## config.mk

```make
export PLATFORM = sky130hd
export DESIGN_NAME = line_engine_top
export DESIGN_NICKNAME = d
export VERILOG_FILES = /design/src/line_pkg.sv /design/src/line_regs.sv /design/src/line_stepper.sv /design/src/line_writer.sv /design/src/line_engine_top.sv
export SDC_FILE = /design/constraint.sdc
export NUM_CORES = 1
export LEC_CHECK = 0
export CELL_PAD_IN_SITES_DETAIL_PLACEMENT = 1
export CELL_PAD_IN_SITES_GLOBAL_PLACEMENT = 2
export CORE_UTILIZATION = 40
export DETAILED_ROUTE_END_ITERATION = 12
export DONT_BUFFER_PORTS = 1
export PLACE_DENSITY = 0.82
export SYNTH_ARGS = -nofsm -noshare
export SYNTH_HDL_FRONTEND = slang
export SYNTH_HIERARCHICAL = 1
export SYNTH_SLANG_ARGS = --single-unit
```

## constraint.sdc

```tcl
create_clock -name clk -period 13.85 [get_ports clk]
set_clock_uncertainty 0.2 [all_clocks]
set_input_delay 0.6925 -clock clk [delete_from_list [all_inputs] [get_ports clk]]
set_output_delay 0.6925 -clock clk [all_outputs]
set_load 0.01 [all_outputs]
```

## src/line_pkg.sv

```systemverilog
`default_nettype none

package line_pkg;

  // one screen coordinate, x or y
  localparam int coord_w = 10;

  // pixel word, rgb in the low 24 bits
  localparam int color_w = 32;

  // frame select field inside the memory address
  localparam int frame_sel_w = 6;

  // memory side of the fifos
  localparam int af_addr_w = 31;
  localparam int wdf_data_w = 4 * color_w;
  localparam int wdf_mask_w = wdf_data_w / 8;

  // packed host point, x on top
  localparam int point_w = 2 * coord_w;

  // stepper fsm
  typedef enum logic [1:0] {
    st_idle,
    st_setup,
    st_run
  } stepper_state_t;

  // writer fsm, one beat per state
  typedef enum logic [1:0] {
    wr_idle,
    wr_beat1,
    wr_beat2
  } writer_state_t;

endpackage

`default_nettype wire

```

## src/line_regs.sv

```systemverilog
`default_nettype none

module line_regs (
  input  wire logic                            clk,
  input  wire logic                            rst,
  input  wire logic [line_pkg::color_w-1:0]    color,
  input  wire logic [line_pkg::point_w-1:0]    point,
  input  wire logic                            color_valid,
  input  wire logic                            point0_valid,
  input  wire logic                            point1_valid,
  input  wire logic [31:0]                     frame_base,
  input  wire logic                            trigger,
  input  wire logic                            line_done,
  output logic                                 ready,
  output logic                                 start,
  output logic [line_pkg::coord_w-1:0]         x0,
  output logic [line_pkg::coord_w-1:0]         y0,
  output logic [line_pkg::coord_w-1:0]         x1,
  output logic [line_pkg::coord_w-1:0]         y1,
  output logic [line_pkg::color_w-1:0]         pix_color,
  output logic [line_pkg::frame_sel_w-1:0]     frame_sel
);

  logic busy;
  logic accept;

  // host writes only count while no line is in flight
  assign accept = trigger && !busy;
  assign ready = !busy;

  always_ff @(posedge clk) begin
    if (rst) begin
      busy  <= 1'b0;
      start <= 1'b0;
    end else begin
      start <= accept;
      if (accept) begin
        busy <= 1'b1;
      end else if (line_done) begin
        busy <= 1'b0;
      end
    end
  end

  always_ff @(posedge clk) begin
    if (!busy) begin
      if (color_valid) begin
        pix_color <= color;
      end
      if (point0_valid) begin
        x0 <= point[line_pkg::point_w-1:line_pkg::coord_w];
        y0 <= point[line_pkg::coord_w-1:0];
      end
      if (point1_valid) begin
        x1 <= point[line_pkg::point_w-1:line_pkg::coord_w];
        y1 <= point[line_pkg::coord_w-1:0];
      end
      // frame base has no strobe, sampled with the trigger
      if (trigger) begin
        frame_sel <= {3'b000, frame_base[24:22]};
      end
    end
  end

  // the writer only finishes a line that was started
  a_done_busy: assert property (@(posedge clk) disable iff (rst)
    line_done |-> busy);

endmodule

`default_nettype wire

```

## src/line_stepper.sv

```systemverilog
`default_nettype none

module line_stepper (
  input  wire logic                        clk,
  input  wire logic                        rst,
  input  wire logic                        start,
  input  wire logic [line_pkg::coord_w-1:0] x0,
  input  wire logic [line_pkg::coord_w-1:0] y0,
  input  wire logic [line_pkg::coord_w-1:0] x1,
  input  wire logic [line_pkg::coord_w-1:0] y1,
  input  wire logic                        pixel_take,
  output logic                             pixel_valid,
  output logic [line_pkg::coord_w-1:0]     pixel_x,
  output logic [line_pkg::coord_w-1:0]     pixel_y,
  output logic                             last_pixel
);

  line_pkg::stepper_state_t state;

  // setup values, combinational from the held endpoints
  logic [line_pkg::coord_w-1:0] adx;
  logic [line_pkg::coord_w-1:0] ady;
  logic                         steep_c;
  logic [line_pkg::coord_w-1:0] ma0;
  logic [line_pkg::coord_w-1:0] mb0;
  logic [line_pkg::coord_w-1:0] ma1;
  logic [line_pkg::coord_w-1:0] mb1;
  logic [line_pkg::coord_w-1:0] sa;
  logic [line_pkg::coord_w-1:0] sb;
  logic [line_pkg::coord_w-1:0] ea;
  logic [line_pkg::coord_w-1:0] eb;
  logic [line_pkg::coord_w-1:0] dx_c;

  // run registers, a is the major axis
  logic                           steep;
  logic [line_pkg::coord_w-1:0]   a_cur;
  logic [line_pkg::coord_w-1:0]   b_cur;
  logic [line_pkg::coord_w-1:0]   a_end;
  logic [line_pkg::coord_w-1:0]   dx;
  logic [line_pkg::coord_w-1:0]   dy;
  logic                           b_up;
  logic signed [line_pkg::coord_w+1:0] err;
  logic signed [line_pkg::coord_w+1:0] err_sub;

  function automatic logic [line_pkg::coord_w-1:0] abs_diff(
    input logic [line_pkg::coord_w-1:0] a,
    input logic [line_pkg::coord_w-1:0] b
  );
    return (a > b) ? a - b : b - a;
  endfunction

  always_comb begin
    adx = abs_diff(x0, x1);
    ady = abs_diff(y0, y1);
    steep_c = ady > adx;
    ma0 = steep_c ? y0 : x0;
    mb0 = steep_c ? x0 : y0;
    ma1 = steep_c ? y1 : x1;
    mb1 = steep_c ? x1 : y1;
    // walk from the lower major coordinate
    if (ma0 > ma1) begin
      sa = ma1;
      sb = mb1;
      ea = ma0;
      eb = mb0;
    end else begin
      sa = ma0;
      sb = mb0;
      ea = ma1;
      eb = mb1;
    end
    dx_c = ea - sa;
  end

  assign err_sub = err - signed'({2'b00, dy});

  always_ff @(posedge clk) begin
    if (rst) begin
      state <= line_pkg::st_idle;
    end else begin
      case (state)
        line_pkg::st_idle: begin
          if (start) begin
            state <= line_pkg::st_setup;
          end
        end
        line_pkg::st_setup: begin
          state <= line_pkg::st_run;
        end
        line_pkg::st_run: begin
          if (pixel_take && last_pixel) begin
            state <= line_pkg::st_idle;
          end
        end
        default: begin
          state <= line_pkg::st_idle;
        end
      endcase
    end
  end

  always_ff @(posedge clk) begin
    if (state == line_pkg::st_setup) begin
      steep <= steep_c;
      a_cur <= sa;
      b_cur <= sb;
      a_end <= ea;
      dx    <= dx_c;
      dy    <= abs_diff(sb, eb);
      b_up  <= eb > sb;
      err   <= signed'({3'b000, dx_c[line_pkg::coord_w-1:1]});
    end else if (state == line_pkg::st_run && pixel_take && !last_pixel) begin
      a_cur <= a_cur + 1'b1;
      if (err_sub < 0) begin
        b_cur <= b_up ? b_cur + 1'b1 : b_cur - 1'b1;
        err   <= err_sub + signed'({2'b00, dx});
      end else begin
        err <= err_sub;
      end
    end
  end

  assign pixel_valid = (state == line_pkg::st_run);
  assign last_pixel  = pixel_valid && (a_cur == a_end);
  // undo the steep swap
  assign pixel_x = steep ? b_cur : a_cur;
  assign pixel_y = steep ? a_cur : b_cur;

  a_take_valid: assert property (@(posedge clk) disable iff (rst)
    pixel_take |-> pixel_valid);

  // a new line only starts once the previous one is out
  a_start_idle: assert property (@(posedge clk) disable iff (rst)
    start |-> state == line_pkg::st_idle);

endmodule

`default_nettype wire

```

## src/line_writer.sv

```systemverilog
`default_nettype none

module line_writer (
  input  wire logic                             clk,
  input  wire logic                             rst,
  input  wire logic                             pixel_valid,
  input  wire logic [line_pkg::coord_w-1:0]     pixel_x,
  input  wire logic [line_pkg::coord_w-1:0]     pixel_y,
  input  wire logic                             last_pixel,
  input  wire logic [line_pkg::color_w-1:0]     pix_color,
  input  wire logic [line_pkg::frame_sel_w-1:0] frame_sel,
  input  wire logic                             af_full,
  input  wire logic                             wdf_full,
  output logic                                  pixel_take,
  output logic                                  line_done,
  output logic [line_pkg::af_addr_w-1:0]        af_addr_din,
  output logic                                  af_wr_en,
  output logic [line_pkg::wdf_data_w-1:0]       wdf_din,
  output logic [line_pkg::wdf_mask_w-1:0]       wdf_mask_din,
  output logic                                  wdf_wr_en
);

  line_pkg::writer_state_t state;

  logic       can_write;
  logic       beat1_fire;
  logic       beat2_fire;
  logic       word_hit;
  logic [1:0] word_sel;

  // both fifos must have room, the command and beat 1 go together
  assign can_write = !af_full && !wdf_full;

  // wr_idle also issues beat 1, so the first pixel costs no extra cycle
  assign beat1_fire = (state != line_pkg::wr_beat2) && pixel_valid && can_write;
  assign beat2_fire = (state == line_pkg::wr_beat2) && can_write;

  always_ff @(posedge clk) begin
    if (rst) begin
      state <= line_pkg::wr_idle;
    end else begin
      case (state)
        line_pkg::wr_idle,
        line_pkg::wr_beat1: begin
          if (beat1_fire) begin
            state <= line_pkg::wr_beat2;
          end
        end
        line_pkg::wr_beat2: begin
          if (beat2_fire) begin
            state <= last_pixel ? line_pkg::wr_idle : line_pkg::wr_beat1;
          end
        end
        default: begin
          state <= line_pkg::wr_idle;
        end
      endcase
    end
  end

  assign af_wr_en   = beat1_fire;
  assign wdf_wr_en  = beat1_fire || beat2_fire;
  assign pixel_take = beat2_fire;
  assign line_done  = beat2_fire && last_pixel;

  // eight words per burst, x[9:3] picks the burst
  assign af_addr_din = {6'b000000, frame_sel, pixel_y, pixel_x[9:3], 2'b00};
  assign wdf_din = {4{pix_color}};

  // words 0..3 of a burst sit in beat 1, high word first
  assign word_sel = ~pixel_x[1:0];
  assign word_hit = (beat1_fire && !pixel_x[2]) || (beat2_fire && pixel_x[2]);

  always_comb begin
    wdf_mask_din = '1;
    if (word_hit) begin
      wdf_mask_din[word_sel*4 +: 4] = 4'h0;
    end
  end

  // beat 2 goes out for the same pixel as its command
  a_pixel_held: assert property (@(posedge clk) disable iff (rst)
    state == line_pkg::wr_beat2 |-> $stable(pixel_x) && $stable(pixel_y));

  // stepper must have the next pixel ready right after a take
  a_next_pixel: assert property (@(posedge clk) disable iff (rst)
    state == line_pkg::wr_beat1 |-> pixel_valid);

endmodule

`default_nettype wire

```

## src/line_engine_top.sv

```systemverilog
`default_nettype none

module line_engine_top (
  input  wire logic                          clk,
  input  wire logic                          rst,
  input  wire logic [line_pkg::color_w-1:0]  color,
  input  wire logic [line_pkg::point_w-1:0]  point,
  input  wire logic                          color_valid,
  input  wire logic                          point0_valid,
  input  wire logic                          point1_valid,
  input  wire logic [31:0]                   frame_base,
  input  wire logic                          trigger,
  input  wire logic                          af_full,
  input  wire logic                          wdf_full,
  output logic                               ready,
  output logic [line_pkg::af_addr_w-1:0]     af_addr_din,
  output logic                               af_wr_en,
  output logic [line_pkg::wdf_data_w-1:0]    wdf_din,
  output logic [line_pkg::wdf_mask_w-1:0]    wdf_mask_din,
  output logic                               wdf_wr_en
);

  logic                             start;
  logic [line_pkg::coord_w-1:0]     x0;
  logic [line_pkg::coord_w-1:0]     y0;
  logic [line_pkg::coord_w-1:0]     x1;
  logic [line_pkg::coord_w-1:0]     y1;
  logic [line_pkg::color_w-1:0]     pix_color;
  logic [line_pkg::frame_sel_w-1:0] frame_sel;
  logic                             pixel_valid;
  logic [line_pkg::coord_w-1:0]     pixel_x;
  logic [line_pkg::coord_w-1:0]     pixel_y;
  logic                             last_pixel;
  logic                             pixel_take;
  logic                             line_done;

  line_regs i_regs (
    .clk          (clk),
    .rst          (rst),
    .color        (color),
    .point        (point),
    .color_valid  (color_valid),
    .point0_valid (point0_valid),
    .point1_valid (point1_valid),
    .frame_base   (frame_base),
    .trigger      (trigger),
    .line_done    (line_done),
    .ready        (ready),
    .start        (start),
    .x0           (x0),
    .y0           (y0),
    .x1           (x1),
    .y1           (y1),
    .pix_color    (pix_color),
    .frame_sel    (frame_sel)
  );

  line_stepper i_stepper (
    .clk         (clk),
    .rst         (rst),
    .start       (start),
    .x0          (x0),
    .y0          (y0),
    .x1          (x1),
    .y1          (y1),
    .pixel_take  (pixel_take),
    .pixel_valid (pixel_valid),
    .pixel_x     (pixel_x),
    .pixel_y     (pixel_y),
    .last_pixel  (last_pixel)
  );

  line_writer i_writer (
    .clk          (clk),
    .rst          (rst),
    .pixel_valid  (pixel_valid),
    .pixel_x      (pixel_x),
    .pixel_y      (pixel_y),
    .last_pixel   (last_pixel),
    .pix_color    (pix_color),
    .frame_sel    (frame_sel),
    .af_full      (af_full),
    .wdf_full     (wdf_full),
    .pixel_take   (pixel_take),
    .line_done    (line_done),
    .af_addr_din  (af_addr_din),
    .af_wr_en     (af_wr_en),
    .wdf_din      (wdf_din),
    .wdf_mask_din (wdf_mask_din),
    .wdf_wr_en    (wdf_wr_en)
  );

endmodule

`default_nettype wire

```

# Yosys cells after proc, flatten, opt, wreduce, memory -nomap -nowiden
# Cells that the tools add are included.
# word_totals
reg_bits,145
input_bits,92
elab_cells,118
# op_classes
addsub,13
magnitude_cmp,7
eq_ne,10
n_shift,2
n_mux,32
n_bitwise,4
n_reduce_logical,31
# ops
op,count
10-bit two-way mux,19
10-bit subtractor,7
10-bit > comparator,6
4-bit negator with 34-bit output,1
4-bit by 34-bit variable shift with 16-bit output (first input constant),1
4-bit by 34-bit indexed part select with 16-bit output (first input constant),1
10-bit by 1-bit adder with 10-bit output (second input constant),2
9-bit two-way mux,2
16-bit two-way mux,1
16-bit NOT,1
16-bit bitwise OR,1
2-bit AND reduction,7
12-bit by 11-bit adder with 12-bit output,1
12-bit by 1-bit < comparator with 1-bit output (second input constant),1
12-bit two-way mux,1
12-bit by 11-bit subtractor with 12-bit output,1
1-bit logical AND,11
10-bit == test,1
10-bit by 1-bit subtractor with 10-bit output (second input constant),1
2-bit two-way mux,4
2-bit != test (second input constant),4
2-bit one-hot mux with 3 select lines,1
2-bit nonzero test,3
1-bit zero test,5
other kinds (10),16

# Longest topological paths before layout
# Gate-level depths: netlist of run 1.
# logic_depth
depth_word,8
depth_mapped,58
mapped_depth_nobuf,49

# Cells and area by module
# Netlist of run 1, hierarchy kept.
# modules_own_cells
mod,instances,cells_each,area_each_um2
line_stepper,1,1108,8941.1
line_regs,1,89,2367.3
line_writer,1,195,1483.9

# Worst setup path before layout of run 1
# No wires, ideal clock.
# synth_timing
path_kind,reg-to-reg
startpoint,register i_regs/x0[0] (netlist name)
endpoint,"register i_stepper/dy[9] (netlist name), data pin"
t_arrival_ns,10.063
t_required_ns,13.374
slack_ns,3.311
stages_incl_launch_ff,56
n_path_buf,9
period_less_slack_ns,10.539
cell_sequence,edfxtp_1 -> inv_1 -> ha_1 -> inv_1 -> fa_1 -> a21o_1 -> a21o_1 -> a21o_1 -> a21o_1 -> a21o_1 -> a21oi_1 -> o21ai_1 -> clkbuf_1 -> mux2i_1 -> o21ai_0 -> a31oi_1 -> xor2_1 -> ha_1 -> (+20 left out) -> buf_2 -> clkbuf_1 -> o21ai_0 -> mux2i_1 -> inv_1 -> fa_1 -> a21o_1 -> a21oi_1 -> o21bai_1 -> a21oi_1 -> o21ai_0 -> nand2_1 -> clkbuf_1 -> mux2_2 -> o2bb2ai_1 -> a221oi_1 -> o311ai_0 -> xor2_1
# synth_between
elab_chain_cells,8
word_cells_on_any_way,16
classes_between,add/sub (4); order compare (4); mux (8)
# synth_rtl
element,line,text
start: declaration,line_regs.sv:16,"output logic [line_pkg::coord_w-1:0] x0,"
start signal: assignment,line_regs.sv:51,x0 <= point[line_pkg::point_w-1:line_pkg::coord_w];
10-bit subtractor / 10-bit > comparator (equally long branches),line_stepper.sv:49,return (a > b) ? a - b : b - a;
10-bit two-way mux,line_stepper.sv:49,
10-bit > comparator,line_stepper.sv:55,steep_c = ady > adx;
10-bit two-way mux (on tied branches),"line_stepper.sv:56, line_stepper.sv:58",
10-bit > comparator,line_stepper.sv:61,if (ma0 > ma1) begin
10-bit two-way mux,line_stepper.sv:61,
10-bit subtractor / 10-bit > comparator (equally long branches),line_stepper.sv:49,
10-bit two-way mux (*),line_stepper.sv:49,
end signal: assignment,line_stepper.sv:109,"dy <= abs_diff(sb, eb);"
end: declaration,line_stepper.sv:40,logic [line_pkg::coord_w-1:0] dy;
# Every way passes the cells marked *; elsewhere a longest branch is shown, timed or not.
# A chain may end at the register's enable or synchronous reset.

# Final worst setup path of run 1
# Ends and elaborated chain as after synthesis.

==> summary.md, run 1 <==
| Metric | Value |
|---|---|
| Root Buffer | `clkbuf_16` |
| Layout cells sized above 1 | `8.96%` |
| CTS resizes | `0` |
| Fin area | `12600 um2` |
| Clock-pin slew on the worst setup and hold paths | `0.07 ns` |
| Die height | `181 um` |
| Clock buffer depth | `2` |
| RSZ-0062 raised after global routing | `no` |
| Post-Synthesis Cell Area | `12800 um2` |
| Run status | `complete, no violations` |
| Setup tns final | `0 ns` |
| Global routing usage on met3 | `~3.5%` |
| Cell with the most instances on the worst path | `a21o_1` |
| First-pass GRT wire length | `around 53 mm` |
| Fin crit period | `12.65 ns` |
| M1 GR Usage | `24.8%` |
| Largest net degree at the start of global routing | `77` |
| EDFF count, synth | `136` |
| Yosys warns | `6` |
| Crit path required time | `13.83 ns` |
| Io pins | `270` |
| FP Rows | `65` |
| Largest area contributor in the netlist | `edfxtp_1` |
| Initial drt markers | `417` |
| Layout Nets | `1421` |
| Max stage delay cell, worst path | `nor2_2` |
| IO Port Bufs | `0` |
| Slew HR | `15.9%` |
| Most used routing layer | `met2` |
| Post-synth top flop | `edfxtp_1` |
| Max-slew violation count | `0` |
| Final Hold Viols | `0` |
| Synth top area share | `around a third` |
| Final setup margin | `1.20 ns` |
| Gr usage total | `21.4%` |
| Antenna Cells | `0` |
| CP Capture Type | `flop` |
| Core area | `31500 um2` |
| Detailed placement HPWL | `26.7 mm` |
| Count of cell types in the netlist | `86` |
| Final WL | `34.5 mm` |
| Initial antenna violation count | `0` |
| Cells after Synth | `1392` |
| Placer congestion estimate | `0.888` |
| CTS H-tree lvls | `4` |
| Actual slew at the worst max-slew pin | `between 1 and 1.5 ns` |
| Die area | `32700 um2` |
| Initial Utilization | `40.6%` |
| Synth Area per Inst | `between 9 and 10 um2` |
| Area delta synth->final | `-1.52%` |
| Number of global-route vias before repair | `9481` |
| Total CTS buffers | `17` |
| Worst Path Arrival | `around 13 ns` |
| Final Setup Violations | `0` |
| Sequential-to-total area share from yosys stat | `33.3%` |
| Pre-CTS worst setup slack | `1.35 ns` |
| Vias | `9154` |
| Post-CTS setup buffer count | `0` |
| Final Util | `40.0%` |
| Die Width | `181 um` |
| Met2 Track Usage GR | `38.4%` |
| Drt drc | `0` |
| Via density | `approximately 5.6` |
| Cell Area, Placed | `12000 um2` |
| CTS tree | `built` |
| Detailed Routing Iterations Pass 1 | `5` |
| Worst min path class | `in2reg` |
| CP peak stage delay | `0.78 ns` |
| Period utilization | `91.3%` |
| Crit Path Max Fanout | `46` |
| Post-DR wirelength/cell | `21.2 um` |
| Kind of critical path | `reg2reg` |
| Routed Antenna Nets | `0` |
| Latest clock arrival within the worst-skew pair | `0.45 ns` |
| Synth async-reset ratio | `0%` |
| # hold bufs at CTS | `0` |
| Layout fillers | `3567` |
| Total gr overflow | `0` |
| Peak Freq | `0.0791 GHz` |
| Clock net sink count | `145` |
| Synth top area cells | `edfxtp_1 (32%), ha_1 (10%), buf_4 (10%), a21oi_1 (4.8%), inv_1 (3.2%)` |
| Max-Cap Viols | `0` |
| Crit start category | `flop` |
| Yosys reg bits | `145` |
| Buf/Inv on CP | `7` |
| Cell family with most CP delay | `compound AO/OA/AOI/OAI gates` |
[synthesized netlist by cell type, types with 33 or more instances]
cell type	instances
a21oi_1	123
inv_1	110
clkbuf_1	34
o21ai_0	63
mux2i_1	33
edfxtp_1	136
a21o_1	46
xnor2_1	40
nor2_1	83
ha_1	106
nand2_1	85
buf_4	176
[state kept, by name, summed over array words and instances (netlist names), 2 cells and up]
name              flops
i_regs/y1            10
i_stepper/err        12
i_stepper/state       2
i_stepper/a_cur      10
i_stepper/a_end      10
i_regs/x1            10
i_stepper/b_cur      10
i_stepper/dx         10
i_regs/x0            10
i_regs/frame_sel      3
i_regs/y0            10
i_writer/state        2
i_regs/pix_color     32
i_stepper/dy         10
[logic make-up after synthesis]
group,share of synthesized area (%)
AO/OA/AOI/OAI,17.7
XOR/XNOR,4.93
other,0.0587
buffers and inverters,15.1
adder cells (fa/ha/maj),11.9
AND/OR/NAND/NOR,11.4
multiplexers,5.52
flip-flops,33.3
[layout by cell type (no fill, tap or decap), drive strengths merged, types with 4 or more instances in the layout]
master / instances
o21ai: 70
conb: 11
nor3: 20
xor2: 32
nand2: 86
nor2b: 8
nor4: 6
ha: 106
o21bai: 23
o211ai: 20
dfxtp: 9
a31o: 4
nand4b: 4
mux2i: 33
nand4: 10
clkinv: 4
and2: 13
o31ai: 6
a21o: 46
a211oi: 15
buf: 16
edfxtp: 136
or3: 9
bufinv: 4
mux2: 33
nor2: 84
o21a: 4
nand3: 29
or4: 4
a21oi: 124
xnor2: 40
or2: 6
inv: 116
a31oi: 7
a21boi: 5
clkbuf: 19
fa: 9
and3: 9
nand2b: 5
[per-stage QoR]
| stage | std cells | hold slack [ns] |
|---|---|---|
| CTS | 1629 | 0.0685 |
| floorplan | 1401 | 0.216 |
| global route | 1629 | 0.0720 |
| global placement | 1597 | 0.234 |
| detailed placement | 1597 | 0.255 |
| finish | 1629 | 0.0954 |
[per-layer routing]
| layer | up-vias | part of all wire (%) | routed length (um) |
|---|---|---|---|
| li1 | 4379 | - | - |
| met1 | 4472 | 42 | 14600 |
| met2 | 256 | 51 | 17600 |
| met3 | 47 | 3.8 | 1330 |
| met4 | 0 | 2.9 | 992 |
| met5 | - | 0 | 0 |
[final cells by class]
| cell class | instances | area [um2] | share of cell area (%) |
|---|---|---|---|
| clock buffers | 19 | 433 | 3.44 |
| flip-flops and latches | 145 | 4260 | 33.8 |
| inverters | 112 | 425 | 3.38 |
| clock inverters | 13 | 200 | 1.59 |
| well taps | 402 | 503 | 3.99 |
| multi-input cells | 922 | 6640 | 52.7 |
| repair buffers | 16 | 133 | 1.05 |
[path summary, 6_finish.rpt]
check                           from                 end  slack, ns  cells after the start
setup / recovery        i_regs/x0[0]     i_stepper/dy[9]       1.20                     48
hold / removal                   rst   i_writer/state[1]        0.1                      1
setup reg to reg        i_regs/x0[0]     i_stepper/dy[9]       1.20                     48
hold reg to reg   i_stepper/state[1]  i_stepper/state[0]       0.27                      1
Power of run 1 is not shown: default switching activity piles up to over one toggle a cycle in this logic, so the estimate is an artifact.
==> run 2: changes to the inputs <==
==> constraint.sdc (replaced) <==
create_clock -name clk -period 13.85 [get_ports clk]
set_clock_uncertainty 0.2 [all_clocks]
set_input_delay 2.77 -clock clk [delete_from_list [all_inputs] [get_ports clk]]
set_output_delay 2.77 -clock clk [all_outputs]
set_load 0.01 [all_outputs]
==> run 2 against run 1 <==
Net effect: register-to-register slack better by 0.09 ns; via count hardly changed; critical path depth is 2 lower; cell count is 0.12% higher; critical endpoint unchanged; largest cell class unchanged.
==> summary.md, run 2 (synthesis gave the netlist of run 1 again) <==
| Metric | Value |
|---|---|
| Layout Nets | `1423 (+0.14%)` |
| Worst reg2reg setup slack | `1.30 ns (+0.09 ns)` |
| IO Port Bufs | `0 (unchanged)` |
| Clock-pin slew on the worst setup and hold paths | `0.07 ns (about the same)` |
| Final Util | `40.1% (about the same)` |
| Largest register FFs | `32 (unchanged)` |
| Peak Freq | `0.0797 GHz (+0.75%)` |
| Total gr overflow | `0 (unchanged)` |
| Root Buffer | `clkbuf_16` |
| Post-CTS setup buffer count | `0 (unchanged)` |
| RR Endpoint | `i_stepper/dy[9]` |
| Critical Path Sink | `i_stepper/dy[9]` |
| Layout cells sized above 1 | `9.11% (+0.15 points)` |
| Detailed placement HPWL | `26.8 mm (+0.33%)` |
| Gr usage total | `21.3% (-0.085 points)` |
| Initial Utilization | `40.6% (unchanged)` |
| Buf/Inv on CP | `5 (-2)` |
| Final setup margin | `1.30 ns (+0.0947 ns)` |
| Cell with the most instances on the worst path | `a21o_1` |
| Cell Area, Placed | `12000 um2 (about the same)` |
| Antenna Cells | `0 (unchanged)` |
| CTS H-tree lvls | `4 (unchanged)` |
| Crit start category | `flop` |
| First-pass GRT wire length | `52.7 mm (-0.86%)` |
| CP Capture Type | `flop` |
| Post-DR wirelength/cell | `21.1 um (-0.48%)` |
| Latest clock arrival within the worst-skew pair | `0.45 ns (about the same)` |
| WP depth | `46 (-4.2%)` |
| Final Setup Violations | `0 (unchanged)` |
| FP Rows | `65 (unchanged)` |
| Min-delay src | `i_regs/start` |
| Io pins | `270 (unchanged)` |
| Total CTS buffers | `17 (unchanged)` |
| Initial drt markers | `442 (+6.0%)` |
| Layout fillers | `3556 (-0.31%)` |
| Initial antenna violation count | `0 (unchanged)` |
| Drt drc | `0 (unchanged)` |
| R2R Path Start | `i_regs/x0[0]` |
| Max-Cap Viols | `0 (unchanged)` |
| CTS resizes | `0 (unchanged)` |
| Vias | `9155 (+0.011%)` |
| Max stage delay cell, worst path | `nor2_2` |
| Worst min path class | `reg2reg` |
| Clock buffer depth | `2 (unchanged)` |
| Crit. Startpoint | `i_regs/x0[0]` |
| CP peak stage delay | `0.77 ns (about the same)` |
| Crit path required time | `13.83 ns (about the same)` |
| Actual slew at the worst max-slew pin | `1.28 ns (+0.0256 ns)` |
| Most frequent cells in the layout | `edfxtp_1 (136), a21oi_1 (123), inv_1 (110)` |
| Die area | `32700 um2 (unchanged)` |
| Final Hold Viols | `0 (unchanged)` |
| Largest Register | `i_regs/pix_color` |
| Area delta synth->final | `-1.46% (about the same)` |
| Hold path depth | `1 (unchanged)` |
| Final WL | `34.4 mm (-0.36%)` |
| Crit Path Max Fanout | `46 (unchanged)` |
| Via density | `5.61 (-0.11%)` |
| Pre-CTS worst setup slack | `1.39 ns (+0.0399 ns)` |
| Clock net sink count | `145 (unchanged)` |
| Setup tns final | `0 ns (unchanged)` |
| Detailed Routing Iterations Pass 1 | `5 (unchanged)` |
| # hold bufs at CTS | `0 (unchanged)` |
| Die height | `181 um (unchanged)` |
| Core area | `31500 um2 (unchanged)` |
| Cell family with most CP delay | `compound AO/OA/AOI/OAI gates` |
| Run status | `complete, no violations` |
| Placer congestion estimate | `0.888 (about the same)` |
| Commonest non-fill, non-tap cell in the layout | `edfxtp_1` |
| Fin crit period | `12.55 ns (-0.0947 ns)` |
| Number of global-route vias before repair | `9370 (-1.2%)` |
| Routed Antenna Nets | `0 (unchanged)` |
| Max-slew violation count | `0 (unchanged)` |
| Kind of critical path | `reg2reg` |
| Worst r2r path cells | `46 (-4.2%)` |
| Biggest regs | `i_regs/pix_color (32), i_stepper/err (12)` |
| Die Width | `181 um (unchanged)` |
| Period utilization | `90.6% (-0.68 points)` |
| CTS tree | `built` |
| Worst Path Arrival | `12.53 ns (-0.10 ns)` |
| Fin area | `12600 um2 (about the same)` |
| RSZ-0062 raised after global routing | `no` |
| Slew HR | `14.2% (-1.7 points)` |
| Largest net degree at the start of global routing | `77 (unchanged)` |
[run 2: worst min path at each step]
stage / slack (ns) / end
5_1_grt: 0.28 / i_stepper/state[0]
3_5_place_dp: 0.25 / i_stepper/state[0]
4_1_cts: 0.27 / i_stepper/state[0]
3_3_place_gp: 0.23 / i_stepper/state[0]
2_1_floorplan: 0.22 / i_stepper/state[0]
6_report: 0.26 / i_stepper/state[0]
[run 2: per-stage QoR]
stage          hold WS (ns)  instances
6_report              0.265       1631
5_1_grt               0.282       1631
4_1_cts               0.273       1631
3_5_place_dp          0.254       1599
3_3_place_gp          0.234       1599
2_1_floorplan         0.216       1401
[run 2: layout make-up]
cell class	count	area [um2]	share of cell area, %
clock buffer	25	583	4.63
clock inverter	7	55.1	0.437
inverter	112	425	3.37
multi-input combinational	922	6640	52.7
sequential	145	4260	33.8
tap	402	503	3.99
timing repair buffer	18	135	1.07
[run 2: layer usage]
metal  routed length (um)  GRT usage (%)  up-vias
met2                17200           37.6      252
li1                     -              -     4379
met5                    0              0        -
met3                 1240           3.39       57
met4                 1270           9.85        0
met1                14700           25.2     4467
Power of run 2 is left out for the same reason.
